## src/logic/lsu_pkg.sv

```systemverilog
/*
 * Load/store unit shared definitions
 * Bus widths, the access size encoding and the control entry that
 * follows each outstanding bus transfer from request to response
 */

package lsu_pkg;

  ////////////////////////////////////////
  // Bus widths
  ////////////////////////////////////////

  localparam int ADDR_W = 32;               // Byte address width
  localparam int DATA_W = 32;               // Data bus width
  localparam int BE_W   = DATA_W / 8;       // One enable per byte lane, 4

  ////////////////////////////////////////
  // Access size
  ////////////////////////////////////////

  // Same encoding as the funct3 low bits of RISC-V loads and stores
  typedef enum logic [1:0] {
    SIZE_BYTE = 2'd0,
    SIZE_HALF = 2'd1,
    SIZE_WORD = 2'd2
  } lsu_size_e;

  ////////////////////////////////////////
  // Tracking entry
  ////////////////////////////////////////

  // One entry per accepted bus transfer, consumed by the response side
  typedef struct packed {
    logic      we;                          // Transfer is a store
    lsu_size_e size;                        // Size of the whole instruction
    logic      sign_ext;                    // Sign extend the load result
    logic [1:0] offset;                     // Byte offset of the instruction address
    logic      last;                        // Final transfer of its instruction
  } lsu_track_t;

endpackage
```

## src/logic/lsu_track_if.sv

```systemverilog
/*
 * Outstanding transfer tracking channel
 * Carries push and pop of control entries between the request
 * generator, the tracking FIFO and the read data aligner
 */

`timescale 1ns/1ns

interface lsu_track_if import lsu_pkg::*; ();

  logic       push;                         // Transfer accepted on the bus
  lsu_track_t push_entry;                   // Control info of that transfer
  logic       full;                         // DEPTH transfers outstanding
  logic       pop;                          // Response seen on the bus
  lsu_track_t head_entry;                   // Oldest outstanding transfer
  logic       empty;                        // Nothing outstanding

  // Request side
  modport producer (output push, output push_entry, input full);

  // FIFO storage
  modport buffer (input push, input push_entry, input pop,
                  output full, output head_entry, output empty);

  // Response side
  modport consumer (output pop, input head_entry, input empty);

endinterface

```

## src/logic/lsu_top.sv

```systemverilog
/*
 * Load/store unit top level
 * Request generator, outstanding transfer FIFO and read data aligner
 * joined by the tracking channel, with plain instruction, bus and
 * result ports
 */

`timescale 1ns/1ns

module lsu_top import lsu_pkg::*; #(
  parameter int DEPTH = 2                   // Max outstanding bus transfers
) (
  input  logic              clk,
  input  logic              rst_n,
  // Instruction side
  input  logic              req_valid_i,
  output logic              req_ready_o,
  input  logic              req_we_i,
  input  lsu_size_e         req_size_i,
  input  logic              req_sign_ext_i,
  input  logic [ADDR_W-1:0] req_base_i,
  input  logic [ADDR_W-1:0] req_offset_i,
  input  logic [DATA_W-1:0] req_wdata_i,
  // Data bus
  output logic              data_req_o,
  input  logic              data_gnt_i,
  output logic [ADDR_W-1:0] data_addr_o,
  output logic              data_we_o,
  output logic [BE_W-1:0]   data_be_o,
  output logic [DATA_W-1:0] data_wdata_o,
  input  logic              data_rvalid_i,
  input  logic [DATA_W-1:0] data_rdata_i,
  input  logic              data_err_i,
  // Result side
  output logic              result_valid_o,
  output logic [DATA_W-1:0] result_rdata_o,
  output logic              result_err_o
);

  lsu_track_if trk_if ();                   // Producer to buffer to consumer

  // Producer
  lsu_request_gen u_request_gen (
    .clk            (clk),
    .rst_n          (rst_n),
    .req_valid_i    (req_valid_i),
    .req_we_i       (req_we_i),
    .req_size_i     (req_size_i),
    .req_sign_ext_i (req_sign_ext_i),
    .req_base_i     (req_base_i),
    .req_offset_i   (req_offset_i),
    .req_wdata_i    (req_wdata_i),
    .req_ready_o    (req_ready_o),
    .data_req_o     (data_req_o),
    .data_gnt_i     (data_gnt_i),
    .data_addr_o    (data_addr_o),
    .data_we_o      (data_we_o),
    .data_be_o      (data_be_o),
    .data_wdata_o   (data_wdata_o),
    .trk            (trk_if.producer)
  );

  // Buffer
  lsu_track_fifo #(
    .DEPTH (DEPTH)
  ) u_track_fifo (
    .clk   (clk),
    .rst_n (rst_n),
    .trk   (trk_if.buffer)
  );

  // Consumer
  lsu_rdata_align u_rdata_align (
    .clk            (clk),
    .rst_n          (rst_n),
    .data_rvalid_i  (data_rvalid_i),
    .data_rdata_i   (data_rdata_i),
    .data_err_i     (data_err_i),
    .trk            (trk_if.consumer),
    .result_valid_o (result_valid_o),
    .result_rdata_o (result_rdata_o),
    .result_err_o   (result_err_o)
  );

endmodule

```

## src/logic/lsu_rdata_align.sv

```systemverilog
/*
 * Read data aligner
 * Pops one tracking entry per bus response, keeps the first half of
 * a split load, then aligns, assembles and extends the load result.
 * Strobes one result per instruction with the merged bus error
 */

`timescale 1ns/1ns

module lsu_rdata_align import lsu_pkg::*; (
  input  logic              clk,
  input  logic              rst_n,
  // Data bus response channel
  input  logic              data_rvalid_i,
  input  logic [DATA_W-1:0] data_rdata_i,
  input  logic              data_err_i,
  // Tracking FIFO
  lsu_track_if.consumer     trk,
  // Result side
  output logic              result_valid_o,
  output logic [DATA_W-1:0] result_rdata_o,
  output logic              result_err_o
);

  lsu_track_t        head;                  // Entry for the response in flight
  logic              straddle;              // Head is the second half of a split access
  logic [DATA_W-1:0] rdata_q;               // First half read data
  logic              err_q;                 // First half bus error
  logic [DATA_W-1:0] word_asm;
  logic [15:0]       half_raw;
  logic [7:0]        byte_raw;
  logic [DATA_W-1:0] rdata_ext;

  assign head    = trk.head_entry;
  assign trk.pop = data_rvalid_i;           // Every response retires one entry

  always_comb
  begin
    case (head.size)
      SIZE_BYTE: straddle = 1'b0;
      SIZE_HALF: straddle = (head.offset == 2'b11);
      default:   straddle = (head.offset != 2'b00);
    endcase
  end

  ////////////////////////////////////////
  // First half capture
  ////////////////////////////////////////

  always_ff @(posedge clk)
  begin
    if (data_rvalid_i && !head.last)
    begin
      rdata_q <= data_rdata_i;
    end
  end

  always_ff @(posedge clk or negedge rst_n)
  begin
    if (!rst_n)
    begin
      err_q <= 1'b0;
    end
    else if (data_rvalid_i && !head.last)
    begin
      err_q <= data_err_i;
    end
  end

  ////////////////////////////////////////
  // Alignment and extension
  ////////////////////////////////////////

  always_comb
  begin
    // Upper bytes come from the new word, lower ones from the saved half
    case (head.offset)
      2'b00:   word_asm = data_rdata_i;
      2'b01:   word_asm = {data_rdata_i[7:0],  rdata_q[31:8]};
      2'b10:   word_asm = {data_rdata_i[15:0], rdata_q[31:16]};
      default: word_asm = {data_rdata_i[23:0], rdata_q[31:24]};
    endcase
    case (head.offset)
      2'b00:   half_raw = data_rdata_i[15:0];
      2'b01:   half_raw = data_rdata_i[23:8];
      2'b10:   half_raw = data_rdata_i[31:16];
      default: half_raw = {data_rdata_i[7:0], rdata_q[31:24]};  // Split halfword
    endcase
    byte_raw = data_rdata_i[8*head.offset +: 8];
    case (head.size)
      SIZE_BYTE: rdata_ext = {{24{head.sign_ext && byte_raw[7]}}, byte_raw};
      SIZE_HALF: rdata_ext = {{16{head.sign_ext && half_raw[15]}}, half_raw};
      default:   rdata_ext = word_asm;
    endcase
  end

  ////////////////////////////////////////
  // Result
  ////////////////////////////////////////

  assign result_valid_o = data_rvalid_i && !trk.empty && head.last;
  assign result_rdata_o = head.we ? '0 : rdata_ext;        // Stores return zero
  assign result_err_o   = result_valid_o && (data_err_i || (straddle && err_q));

endmodule

```

## src/logic/lsu_track_fifo.sv

```systemverilog
/*
 * Outstanding transfer FIFO
 * Circular buffer of tracking entries, one per granted transfer,
 * read in order as responses return. Holds up to DEPTH entries
 */

`timescale 1ns/1ns

module lsu_track_fifo import lsu_pkg::*; #(
  parameter int DEPTH = 2                   // Max outstanding transfers (2 or more)
) (
  input  logic          clk,
  input  logic          rst_n,
  lsu_track_if.buffer   trk
);

  localparam int PTR_W = $clog2(DEPTH);
  localparam int CNT_W = $clog2(DEPTH + 1);

  lsu_track_t       mem [DEPTH];            // Entry storage
  logic [PTR_W-1:0] wr_ptr_q;
  logic [PTR_W-1:0] rd_ptr_q;
  logic [CNT_W-1:0] count_q;                // Occupancy
  logic             do_push;
  logic             do_pop;

  // Pointer advance with wrap for any DEPTH
  function automatic logic [PTR_W-1:0] ptr_inc(input logic [PTR_W-1:0] ptr);
    logic [PTR_W-1:0] nxt;
    nxt = (ptr == PTR_W'(DEPTH - 1)) ? '0 : ptr + 1'b1;
    return nxt;
  endfunction

  assign do_push = trk.push && !trk.full;
  assign do_pop  = trk.pop && !trk.empty;

  assign trk.full       = (count_q == CNT_W'(DEPTH));
  assign trk.empty      = (count_q == '0);
  assign trk.head_entry = mem[rd_ptr_q];    // Oldest entry when not empty

  ////////////////////////////////////////
  // Storage write
  ////////////////////////////////////////

  always_ff @(posedge clk)
  begin
    if (do_push)
    begin
      mem[wr_ptr_q] <= trk.push_entry;
    end
  end

  ////////////////////////////////////////
  // Pointers and count
  ////////////////////////////////////////

  always_ff @(posedge clk or negedge rst_n)
  begin
    if (!rst_n)
    begin
      wr_ptr_q <= '0;
      rd_ptr_q <= '0;
      count_q  <= '0;
    end
    else
    begin
      if (do_push) wr_ptr_q <= ptr_inc(wr_ptr_q);
      if (do_pop)  rd_ptr_q <= ptr_inc(rd_ptr_q);
      case ({do_push, do_pop})
        2'b10:   count_q <= count_q + 1'b1;
        2'b01:   count_q <= count_q - 1'b1;
        default: count_q <= count_q;        // Push with pop keeps the count
      endcase
    end
  end

endmodule

```

## src/logic/lsu_request_gen.sv

```systemverilog
/*
 * Load/store request generator
 * Forms base plus offset, byte enables and rotated store data, and
 * splits accesses that cross a word boundary into two bus transfers.
 * Pushes one tracking entry for every granted transfer
 */

`timescale 1ns/1ns

module lsu_request_gen import lsu_pkg::*; (
  input  logic              clk,
  input  logic              rst_n,
  // Instruction side
  input  logic              req_valid_i,
  input  logic              req_we_i,
  input  lsu_size_e         req_size_i,
  input  logic              req_sign_ext_i,
  input  logic [ADDR_W-1:0] req_base_i,
  input  logic [ADDR_W-1:0] req_offset_i,
  input  logic [DATA_W-1:0] req_wdata_i,
  output logic              req_ready_o,
  // Data bus request channel
  output logic              data_req_o,
  input  logic              data_gnt_i,
  output logic [ADDR_W-1:0] data_addr_o,
  output logic              data_we_o,
  output logic [BE_W-1:0]   data_be_o,
  output logic [DATA_W-1:0] data_wdata_o,
  // Tracking FIFO
  lsu_track_if.producer     trk
);

  logic              phase_q;               // First half of a split access granted
  logic [ADDR_W-1:0] addr_sum;              // Effective address of the current phase
  logic [1:0]        byte_off;              // Same in both phases, +4 keeps bits 1:0
  logic              misaligned;            // Access crosses a word boundary
  logic              grant;                 // Transfer accepted this cycle
  logic [BE_W-1:0]   be;

  ////////////////////////////////////////
  // Address
  ////////////////////////////////////////

  assign addr_sum = req_base_i + req_offset_i + (phase_q ? ADDR_W'(4) : ADDR_W'(0));
  assign byte_off = addr_sum[1:0];

  // Words at any nonzero offset, halfwords only at offset 3
  always_comb
  begin
    case (req_size_i)
      SIZE_BYTE: misaligned = 1'b0;
      SIZE_HALF: misaligned = (byte_off == 2'b11);
      default:   misaligned = (byte_off != 2'b00);
    endcase
  end

  ////////////////////////////////////////
  // Byte enables
  ////////////////////////////////////////

  always_comb
  begin
    case (req_size_i)
      SIZE_BYTE:
      begin
        be = 4'b0001 << byte_off;           // Single lane at the offset
      end
      SIZE_HALF:
      begin
        if (!phase_q)
        begin
          case (byte_off)
            2'b00:   be = 4'b0011;
            2'b01:   be = 4'b0110;
            2'b10:   be = 4'b1100;
            default: be = 4'b1000;          // Low byte only, rest goes next word
          endcase
        end
        else
        begin
          be = 4'b0001;                     // Upper byte of a split halfword
        end
      end
      default:
      begin
        if (!phase_q)
        begin
          case (byte_off)
            2'b00:   be = 4'b1111;
            2'b01:   be = 4'b1110;
            2'b10:   be = 4'b1100;
            default: be = 4'b1000;
          endcase
        end
        else
        begin
          case (byte_off)
            2'b01:   be = 4'b0001;
            2'b10:   be = 4'b0011;
            2'b11:   be = 4'b0111;
            default: be = 4'b0000;          // Aligned words never get here
          endcase
        end
      end
    endcase
  end

  ////////////////////////////////////////
  // Bus request
  ////////////////////////////////////////

  assign data_req_o   = req_valid_i && !trk.full;            // No request past DEPTH
  assign grant        = data_req_o && data_gnt_i;
  assign data_addr_o  = phase_q ? {addr_sum[ADDR_W-1:2], 2'b00} : addr_sum;
  assign data_we_o    = req_we_i;
  assign data_be_o    = be;
  // Rotate left by the byte offset, spilled bytes land in lane 0 of the next word
  assign data_wdata_o = (req_wdata_i << (8 * byte_off)) | (req_wdata_i >> (8 * (4 - byte_off)));

  // Instruction done with its final grant
  assign req_ready_o  = grant && (phase_q || !misaligned);

  // Split state, set on first half grant, cleared on second
  always_ff @(posedge clk or negedge rst_n)
  begin
    if (!rst_n)
    begin
      phase_q <= 1'b0;
    end
    else if (grant)
    begin
      phase_q <= !phase_q && misaligned;
    end
  end

  ////////////////////////////////////////
  // Tracking entry
  ////////////////////////////////////////

  assign trk.push                = grant;
  assign trk.push_entry.we       = req_we_i;
  assign trk.push_entry.size     = req_size_i;
  assign trk.push_entry.sign_ext = req_sign_ext_i;
  assign trk.push_entry.offset   = byte_off;
  assign trk.push_entry.last     = phase_q || !misaligned;  // Cleared for a first half

endmodule

```

## config.mk

```make
export PLATFORM = sky130hd
export DESIGN_NAME = lsu_top
export DESIGN_NICKNAME = d
export VERILOG_FILES = /design/src/logic/lsu_pkg.sv /design/src/logic/lsu_track_if.sv /design/src/logic/lsu_top.sv /design/src/logic/lsu_rdata_align.sv /design/src/logic/lsu_track_fifo.sv /design/src/logic/lsu_request_gen.sv
export SDC_FILE = /design/constraint.sdc
export NUM_CORES = 1
export LEC_CHECK = 0
export BUFFER_PORTS_ARGS = -buffer_cell sky130_fd_sc_hd__buf_2
export CAP_MARGIN = 20
export CORE_MARGIN = 2
export CORE_UTILIZATION = 45
export CTS_BUF_LIST = sky130_fd_sc_hd__clkbuf_2
export DETAILED_ROUTE_END_ITERATION = 8
export GPL_ROUTABILITY_DRIVEN = 0
export PLACE_DENSITY_LB_ADDON = 0.15
export SYNTH_ARGS = -nofsm -noshare
export SYNTH_HDL_FRONTEND = slang
export SYNTH_SLANG_ARGS = --single-unit
```

## constraint.sdc

```tcl
create_clock -name clk -period 4.9 [get_ports clk]
set_input_delay 0.245 -clock clk [delete_from_list [all_inputs] [get_ports clk]]
set_output_delay 0.245 -clock clk [all_outputs]
set_load 0.02 [all_outputs]
```

==> impl_metrics.toml, run 1 <==
[sta]
slew_headroom = 0.300
maxSlewViolCount = 0
rsz0062_at_grt = "no"
setup_viol = 0
max_freq_ghz = 0.242
post-route-min-period_ns = 4.14
fin_skew_ns = 0.0444
fin_crit_sh = 0.844
worst_slack_ns = 0.764
worst_pin_slew_ns = 1.05
tns_ns = 0
hold_ws_ns = 0.0179
finalHoldViolCount = 0

[critical_path]
slowest_delay_ns = 0.64
required_ns = 4.66
crit_chain = "inv_1 > fa_1 > fa_1 > nor2b_1 > o31a_1 > o31ai_2 > a21oi_1 > nand4_1 > o21ai_1 > a41oi_1 > xnor2_1 > buf_2"
setup.worst_path.start = "u_request_gen.phase_q"
crit_buf_inv = 2
crit_slowest_cell = "dfrtp_1"
cp_common_cell = "fa_1"
reg2reg_from = "u_track_fifo.rd_ptr_q"
crit_family = "compound AO/OA/AOI/OAI gates"
crit_path_start_kind = "flop"
worstPathMaxFanout = 12
cp-end-kind = "primary output"
crit_type = "reg -> out"
critical_path_arrival_ns = 3.89

[clock_network]
cts.sinks = 44
postCtsResizedCells = 0
cts_tree = "done"
clockBufferDepth = 2
htreeDepth = 2
path_clk_slew_ns = 0.27
clk_latency_ns = 0.44
cts_buffers = 5
clockRootBuffer = "clkbuf_2"

[logic_synthesis]
synth_fp_nets = 991
yosys.area_share.simple = 0.156
syn-instance-count = 786
ys_ff_latch = 44
synth-seq-area-share = 0.207
synth.mux.area_fraction = 0.0750
yosys_most_used_dff = "edfxtp_1"
synthXorXnorAreaFrac = 0.0493
synthAdderAreaFrac = 0.137
synth_edf_count = 38
syn_avg_cell_area_um2 = 7.92
synth_top_family_by_area = "compound AO/OA/AOI/OAI gates"
syn-cell-area_um2 = 6220
ys_warn_count = 0
synth_cell_types = 65
async_flop_share = 0.136
synth_compound_area_frac = 0.330

[detailed_routing]
drt-initial-drc-count = 553
firstDrtPassIters = 5
wl_per_cell_um = 17.0
drc = 0
ant_nets = 0
vias = 7049
vias_per_cell = 5.97
routed_wl_um = 20100

[pwr]
switching_share = 0.550
comb_power_share = 0.753
p_seq_frac = 0.178
p_total_mw = 3.19
p_clk_frac = 0.069
p_per_area_nw_per_um2 = 417
p_leak_nw = 3.64
p_int_mw = 1.44
vdd_ir_drop_max_mv = 0.212
p_sw_mw = 1.76

[finish]
final_core_util = 0.572
syn_to_final_growth_pct = 23.1
layout_common_cells = "buf_2 (242), a21oi_1 (95), nand2_1 (85)"
fin_cells = 1180
fin_nets = 1207
drive_above_1_share = 0.300
finalInstanceArea_um2 = 7660
layout_commonest_cell = "buf_2"
fillers = 1310

[global_routing]
grt_pass1_wl_um = 31900
grt_pass1_vias = 6455
gr-usage-all-layers = 0.261
grt_max_degree = 51
grt-ovfl-total = 0
antenna_found_initial = 1

[floorplan]
dieArea_um2 = 14800
pin_count = 243
core_um2 = 13400
die_x_um = 122
num_rows = 42
die_h_um = 122
initial_utilization = 0.464

[placed_design]
place_area_um2 = 7550
pre_cts_ws_ns = 1.30
dp_cells = 1167
hpwl_um = 15200
port_buffers = 242

[flow_run]
maxCapViolations = 0

[hold_path]
hold_path_class = "in -> reg"
worstHoldStart = "data_err_i"

[status]
status = "finished, final reports clean"
timing repair:
action                    4_1_cts  5_1_grt
setup buffers                   0        0
hold endpoints to repair       11        0
hold buffers                    4        0
cell families (layout without fill, tap and decap cells):
kind of cell               after synthesis  after routing
and+or+nand+nor                        221            221
adders and majority gates               67             67
muxes                                   45             45
other                                    0              1
xor gates and xnor gates                35             35
DFF                                     44             44
AOI/OAI and AO/OA                      305            305
buffers and inverters                   69            286
registers in the layout, summed over array words and instances, names as in the netlist:
| signal | cells |
|---|---|
| u_request_gen.phase_q | 1 |
| u_track_fifo.wr_ptr_q | 1 |
| u_rdata_align.rdata_q | 24 |
| u_track_fifo.rd_ptr_q | 1 |
| u_track_fifo.mem | 14 |
| u_track_fifo.count_q | 2 |
| u_rdata_align.err_q | 1 |
power by group through the flow:
stage                     registers [mW]  clock network, mW  logic (mW)
after floorplan                    0.525                  0        1.72
after global placement             0.572                  0        2.37
after detailed placement           0.576                  0        2.38
after CTS                          0.567              0.224        2.39
after global routing               0.578              0.237        2.61
final                              0.568              0.222        2.40
routing by layer:
| layer | up-vias | wire (um) | global-route usage | part of all wire |
|---|---|---|---|---|
| met2 | 312 | 9520 | 0.436 | 0.47 |
| met1 | 3275 | 8860 | 0.355 | 0.44 |
| li1 | 3431 | - | - | - |
| met5 | - | 0 | 0 | 0 |
| met3 | 31 | 1400 | 0.0389 | 0.069 |
| met4 | 0 | 340 | 0.0668 | 0.017 |
cells in the mapped netlist, types with 4 or more instances:
master | number | area share
buf_2 | 8 | 0.0064
a221oi_1 | 7 | 0.0099
o22ai_1 | 22 | 0.022
dfrtp_1 | 6 | 0.024
a21o_1 | 20 | 0.024
o21ai_0 | 46 | 0.037
a21oi_2 | 5 | 0.0070
a22oi_1 | 19 | 0.023
ha_1 | 65 | 0.13
a221o_1 | 9 | 0.014
xor2_1 | 12 | 0.017
mux2i_1 | 32 | 0.051
nand3_1 | 29 | 0.023
a21oi_1 | 95 | 0.076
nand4_1 | 4 | 0.0040
nor2_1 | 72 | 0.043
xnor2_1 | 23 | 0.032
clkbuf_1 | 32 | 0.019
o21a_1 | 4 | 0.0048
o21bai_1 | 4 | 0.0048
inv_1 | 20 | 0.012
mux2_2 | 13 | 0.024
nor2b_1 | 7 | 0.0070
a211oi_1 | 5 | 0.0060
nand2_1 | 85 | 0.051
o221a_2 | 5 | 0.0090
buf_1 | 5 | 0.0030
nand2b_1 | 5 | 0.0050
a22o_1 | 4 | 0.0056
o221ai_1 | 26 | 0.037
and2_1 | 6 | 0.0060
edfxtp_1 | 38 | 0.18
worst paths after layout:
| kind | depth (start not counted) | to | slack, ns |
|---|---|---|---|
| worst max-delay path | 12 | data_addr_o[31] | 0.76 |
| worst min-delay path | 2 | u_rdata_align.err_q | 0.02 |
| worst max register to register | 4 | u_rdata_align.err_q | 2.64 |
| worst min register to register | 1 | u_track_fifo.wr_ptr_q | 0.51 |
| max in group asynchronous | 2 | u_request_gen.phase_q | 4.65 |
| min in group asynchronous | 2 | u_track_fifo.count_q[0] | 0.10 |
worst register-to-register path, cell delays in order (launching register included):
cell and delay [ns]:
dfrtp_1 0.93, mux2i_1 0.39, and2_1 0.18, buf_4 0.32
mux2_2 0.38
layout make-up:
type | instances | area [um2] | area share
inverters | 21 | 78.8 | 0.0103
repair buffers | 257 | 1330 | 0.174
flip-flops and latches | 44 | 1290 | 0.168
clock buffers | 5 | 25.0 | 0.00327
diodes | 1 | 2.50 | 0.000327
multi-input cells | 673 | 4670 | 0.609
clock inverters | 3 | 46.3 | 0.00604
well taps | 176 | 220 | 0.0287
Note: power is estimated with default switching activity, not from simulation.
==> run 2: changes to the inputs <==
Clock period 4.9 ns to 3.7 ns, I/O delays scaled along.
==> impl_metrics.toml, run 2 (synthesis results as in run 1) <==
[status]
status = "finished, final reports clean"

[critical_path]
worstPathMaxFanout = 3
critical_path_arrival_ns = 3.37
crit_type = "reg -> out"
reg2reg_from = "u_track_fifo.rd_ptr_q"
setup.worst_path.start = "u_request_gen.phase_q"
reg2reg_to = "u_rdata_align.rdata_q[12]"
required_ns = 3.51
r2r_slack_ns = 1.34
cp-end-kind = "primary output"
r2r_cells = 4
crit_path_start_kind = "flop"

[finish]
layout_common_cells = "buf_2 (237), a21oi_1 (94), nand2_1 (85)"
finalInstanceArea_um2 = 8100
fin_cells = 1221
layout_commonest_cell = "buf_2"
fin_nets = 1249
ff_latch_area_um2 = 1290
largest_register_ff_count = 24
largest_register = "u_rdata_align.rdata_q"
final_core_util = 0.604
multi_input_area_um2 = 4740
syn_to_final_growth_pct = 30.1
fillers = 1282
reg_top3 = "u_rdata_align.rdata_q: 24 flops, u_track_fifo.mem: 14 flops, u_track_fifo.count_q: 2 flops"
diodes = 0
drive_above_1_share = 0.319

[hold_path]
hold_end = "u_rdata_align.rdata_q[23]"
hold_path_class = "in -> reg"
worstHoldStart = "data_rdata_i[23]"
hold_depth = 1

[detailed_routing]
routed_wl_um = 20900
drt-initial-drc-count = 542
vias = 7237
vias_per_cell = 5.93
firstDrtPassIters = 6
wl_per_cell_um = 17.1
drc = 0
ant_nets = 0

[clock_network]
clk_latency_ns = 0.42
clockBufferDepth = 2
cts_buffers = 5
cts_tree = "done"
clockRootBuffer = "clkbuf_2"
cts.sinks = 44
htreeDepth = 2
path_clk_slew_ns = 0.24

[flow_run]
maxCapViolations = 0

[sta]
worst_pin_slew_ns = 0.788
hold_ws_ns = 0.0301
fin_crit_sh = 0.961
fin_skew_ns = 0.0335
setup_viol = 0
slew_headroom = 0.475
tns_ns = 0
finalHoldViolCount = 0
post-route-min-period_ns = 3.56
max_freq_ghz = 0.281
maxSlewViolCount = 0
worst_slack_ns = 0.144
rsz0062_at_grt = "yes"

[floorplan]
dieArea_um2 = 14800
pin_count = 243
die_x_um = 122
initial_utilization = 0.464
num_rows = 42
core_um2 = 13400
die_h_um = 122

[pwr]
p_total_mw = 4.29
p_per_area_nw_per_um2 = 529
vdd_ir_drop_max_mv = 0.285
p_leak_nw = 3.83

[placed_design]
port_buffers = 242
hpwl_um = 15300
place_area_um2 = 7630
pre_cts_ws_ns = 0.406
dp_cells = 1178

[global_routing]
antenna_found_initial = 0
gr-usage-all-layers = 0.269
grt_max_degree = 56
grt_pass1_wl_um = 32700
grt-ovfl-total = 0
grt_pass1_vias = 6679
[run 2: cell count changes in the layout (fill, tap and decap cells not counted), sizes merged]
cell	previous run	this run
clkinvlp	1	0
dlygate4sd3	4	27
buf	253	272
bufinv	1	0
clkinv	1	4
diode	1	0
inv	21	20
[run 2: how the worst max path moves through the flow]
stage,endpoint,slack (ns),cells past startpoint
global route,data_addr_o[29],-0.05,12
global placement,data_addr_o[31],0.48,12
detailed placement,data_addr_o[31],0.41,12
finish,data_addr_o[29],0.14,12
CTS,data_addr_o[31],0.01,12
floorplan,data_addr_o[27],0.40,12
[run 2: final cells by class]
cell class,instances,share of cell area
sequential,44,0.160
clock buffer,5,0.00309
clock inverter,3,0.00232
timing repair buffer,299,0.212
inverter,21,0.00974
multi-input combinational,673,0.586
tap,176,0.0272
[run 2: layer usage]
metal  up-vias  track usage  part of all wire
met5         -            0                 0
met4         0       0.0560             0.016
met3        33       0.0407             0.074
met2       348        0.465              0.48
met1      3353        0.358              0.43
li1       3503            -                 -
[run 2: timing repair]
item | CTS | global route
gates resized for setup | 1 | 20
buffers inserted | 0 | 8
pin swaps | 0 | 21
hold endpoints to repair | 32 | 3
hold buffers | 24 | 3
endpoints found under the setup margin | 2 | 9
[run 2: power by group]
part           internal [mW]  switching (mW)  total, mW
clock network         0.0458           0.164      0.210
logic                   1.24            2.12       3.36
registers              0.644          0.0765      0.721
[run 2: worst max-delay path, stage by stage, from the launching register on]
cell and delay [ns]:
dfrtp_1 0.41, inv_2 0.05, fa_2 0.55, fa_2 0.21, nor2b_2 0.05, o31a_1 0.33
o31ai_4 0.30, a21boi_2 0.13, a21oi_2 0.24, o21ai_2 0.12, a221oi_2 0.27, xnor2_1 0.15
buf_4 0.16
==> run 3: changes to the inputs <==
Clock period 3.7 ns to 3.8 ns, I/O delays scaled along.
==> impl_metrics.toml, run 3 (synthesis results as in run 1) <==
[finish]
layout_common_cells = "buf_2 (241), a21oi_1 (94), nand2_1 (85)"
drive_above_1_share = 0.308
largest_register_ff_count = 24
finalInstanceArea_um2 = 8070
fin_cells = 1219
fillers = 1257
syn_to_final_growth_pct = 29.6
largest_register = "u_rdata_align.rdata_q"
fin_nets = 1245
reg_top3 = "u_rdata_align.rdata_q: 24 flops, u_track_fifo.mem: 14 flops, u_track_fifo.count_q: 2 flops"
layout_commonest_cell = "buf_2"

[critical_path]
worstPathMaxFanout = 4
required_ns = 3.61
slowest_delay_ns = 0.54
crit_buf_inv = 3
crit_cells = 13
cp_common_cell = "inv_1"
crit_chain = "inv_1 > fa_1 > inv_1 > ha_1 > a21o_1 > and3_2 > o21ai_4 > o221ai_1 > a211o_1 > a21oi_2 > o21a_1 > xnor2_1 > buf_2"
crit_type = "reg -> out"
critical_path_arrival_ns = 3.41
crit_slowest_cell = "fa_1"
r2r_cells = 5
crit_path_start_kind = "flop"
cp-end-kind = "primary output"
crit_family = "compound AO/OA/AOI/OAI gates"

[clock_network]
clk_latency_ns = 0.44
clockRootBuffer = "clkbuf_2"
cts.sinks = 44
cts_buffers = 5
path_clk_slew_ns = 0.25
clockBufferDepth = 2
cts_tree = "done"
htreeDepth = 2

[floorplan]
dieArea_um2 = 14800
die_x_um = 122
core_um2 = 13400
pin_count = 243
die_h_um = 122
num_rows = 42
initial_utilization = 0.464

[detailed_routing]
ant_nets = 0
wl_per_cell_um = 16.7
drc = 0
vias_per_cell = 5.89
firstDrtPassIters = 5
drt-initial-drc-count = 606
routed_wl_um = 20400
vias = 7181

[sta]
hold_ws_ns = 0.0496
worst_pin_slew_ns = 0.788
finalHoldViolCount = 0
post-route-min-period_ns = 3.60
slew_headroom = 0.475
setup_viol = 0
fin_crit_sh = 0.948
maxSlewViolCount = 0
fin_skew_ns = 0.0242
max_freq_ghz = 0.278
tns_ns = 0

[pwr]
p_total_mw = 4.21
p_leak_nw = 3.82
p_per_area_nw_per_um2 = 522
vdd_ir_drop_max_mv = 0.288

[placed_design]
place_area_um2 = 7610
hpwl_um = 15000
port_buffers = 242
dp_cells = 1175

[status]
status = "finished, final reports clean"

[global_routing]
grt_pass1_wl_um = 31900
grt_max_degree = 56
antenna_found_initial = 1
grt_pass1_vias = 6365
grt-ovfl-total = 0
gr-usage-all-layers = 0.262

[hold_path]
hold_depth = 1
hold_path_class = "in -> reg"

[flow_run]
maxCapViolations = 0
run 3: cell types whose count changed in the layout (fill, tap and decap cells not counted), sizes merged:
cell and change:
buf -6, bufinv +1, clkinv -3, clkinvlp +1
diode +2, dlygate4sd3 +2, inv +1
run 3: power by group:
group	internal, mW	switching (mW)
clock	0.113	0.170
combinational	1.18	2.04
sequential	0.627	0.0700
total	1.92	2.28
run 3: final timing paths:
| kind | startpoint | end | slack, ns |
|---|---|---|---|
| max | u_request_gen.phase_q | data_addr_o[26] | 0.20 |
| min | req_size_i[1] | u_track_fifo.mem[0][5] | 0.05 |
| max reg2reg | u_track_fifo.rd_ptr_q | u_rdata_align.err_q | 1.60 |
| min reg2reg | u_track_fifo.wr_ptr_q | u_track_fifo.wr_ptr_q | 0.51 |
| max in group asynchronous | rst_n | u_request_gen.phase_q | 3.54 |
| min in group asynchronous | rst_n | u_track_fifo.rd_ptr_q | 0.07 |
run 3: final cells by class:
type / instances / area (um2) / area share
antenna: 2 / 5.00 / 0.000621
tap: 176 / 220 / 0.0273
multi-input combinational: 673 / 4710 / 0.585
clock inverter: 3 / 46.3 / 0.00574
inverter: 21 / 78.8 / 0.00977
timing repair buffer: 295 / 1680 / 0.209
clock buffer: 5 / 25.0 / 0.00310
sequential: 44 / 1290 / 0.160
run 3: metal layers:
metal / global-route usage / up-vias / part of all wire / wire length (um)
li1: - / 3513 / - / -
met1: 0.363 / 3348 / 0.44 / 8940
met2: 0.441 / 304 / 0.48 / 9830
met3: 0.0393 / 16 / 0.072 / 1470
met4: 0.0417 / 0 / 0.0072 / 147
met5: 0 / - / 0 / 0
run 3: what timing repair did:
item,4_1_cts,5_1_grt
hold buffers,28,1
setup buffers,0,5
endpoints found under the setup margin,0,5
endpoints found under the hold margin,36,1
gates resized for setup,0,10
run 3: metrics by stage:
stage	utilization	worst slack, ns
global route	0.602	-0.00422
global placement	0.568	0.593
detailed placement	0.568	0.537
floorplan	-	0.499
finish	0.602	0.197
CTS	0.594	0.00731
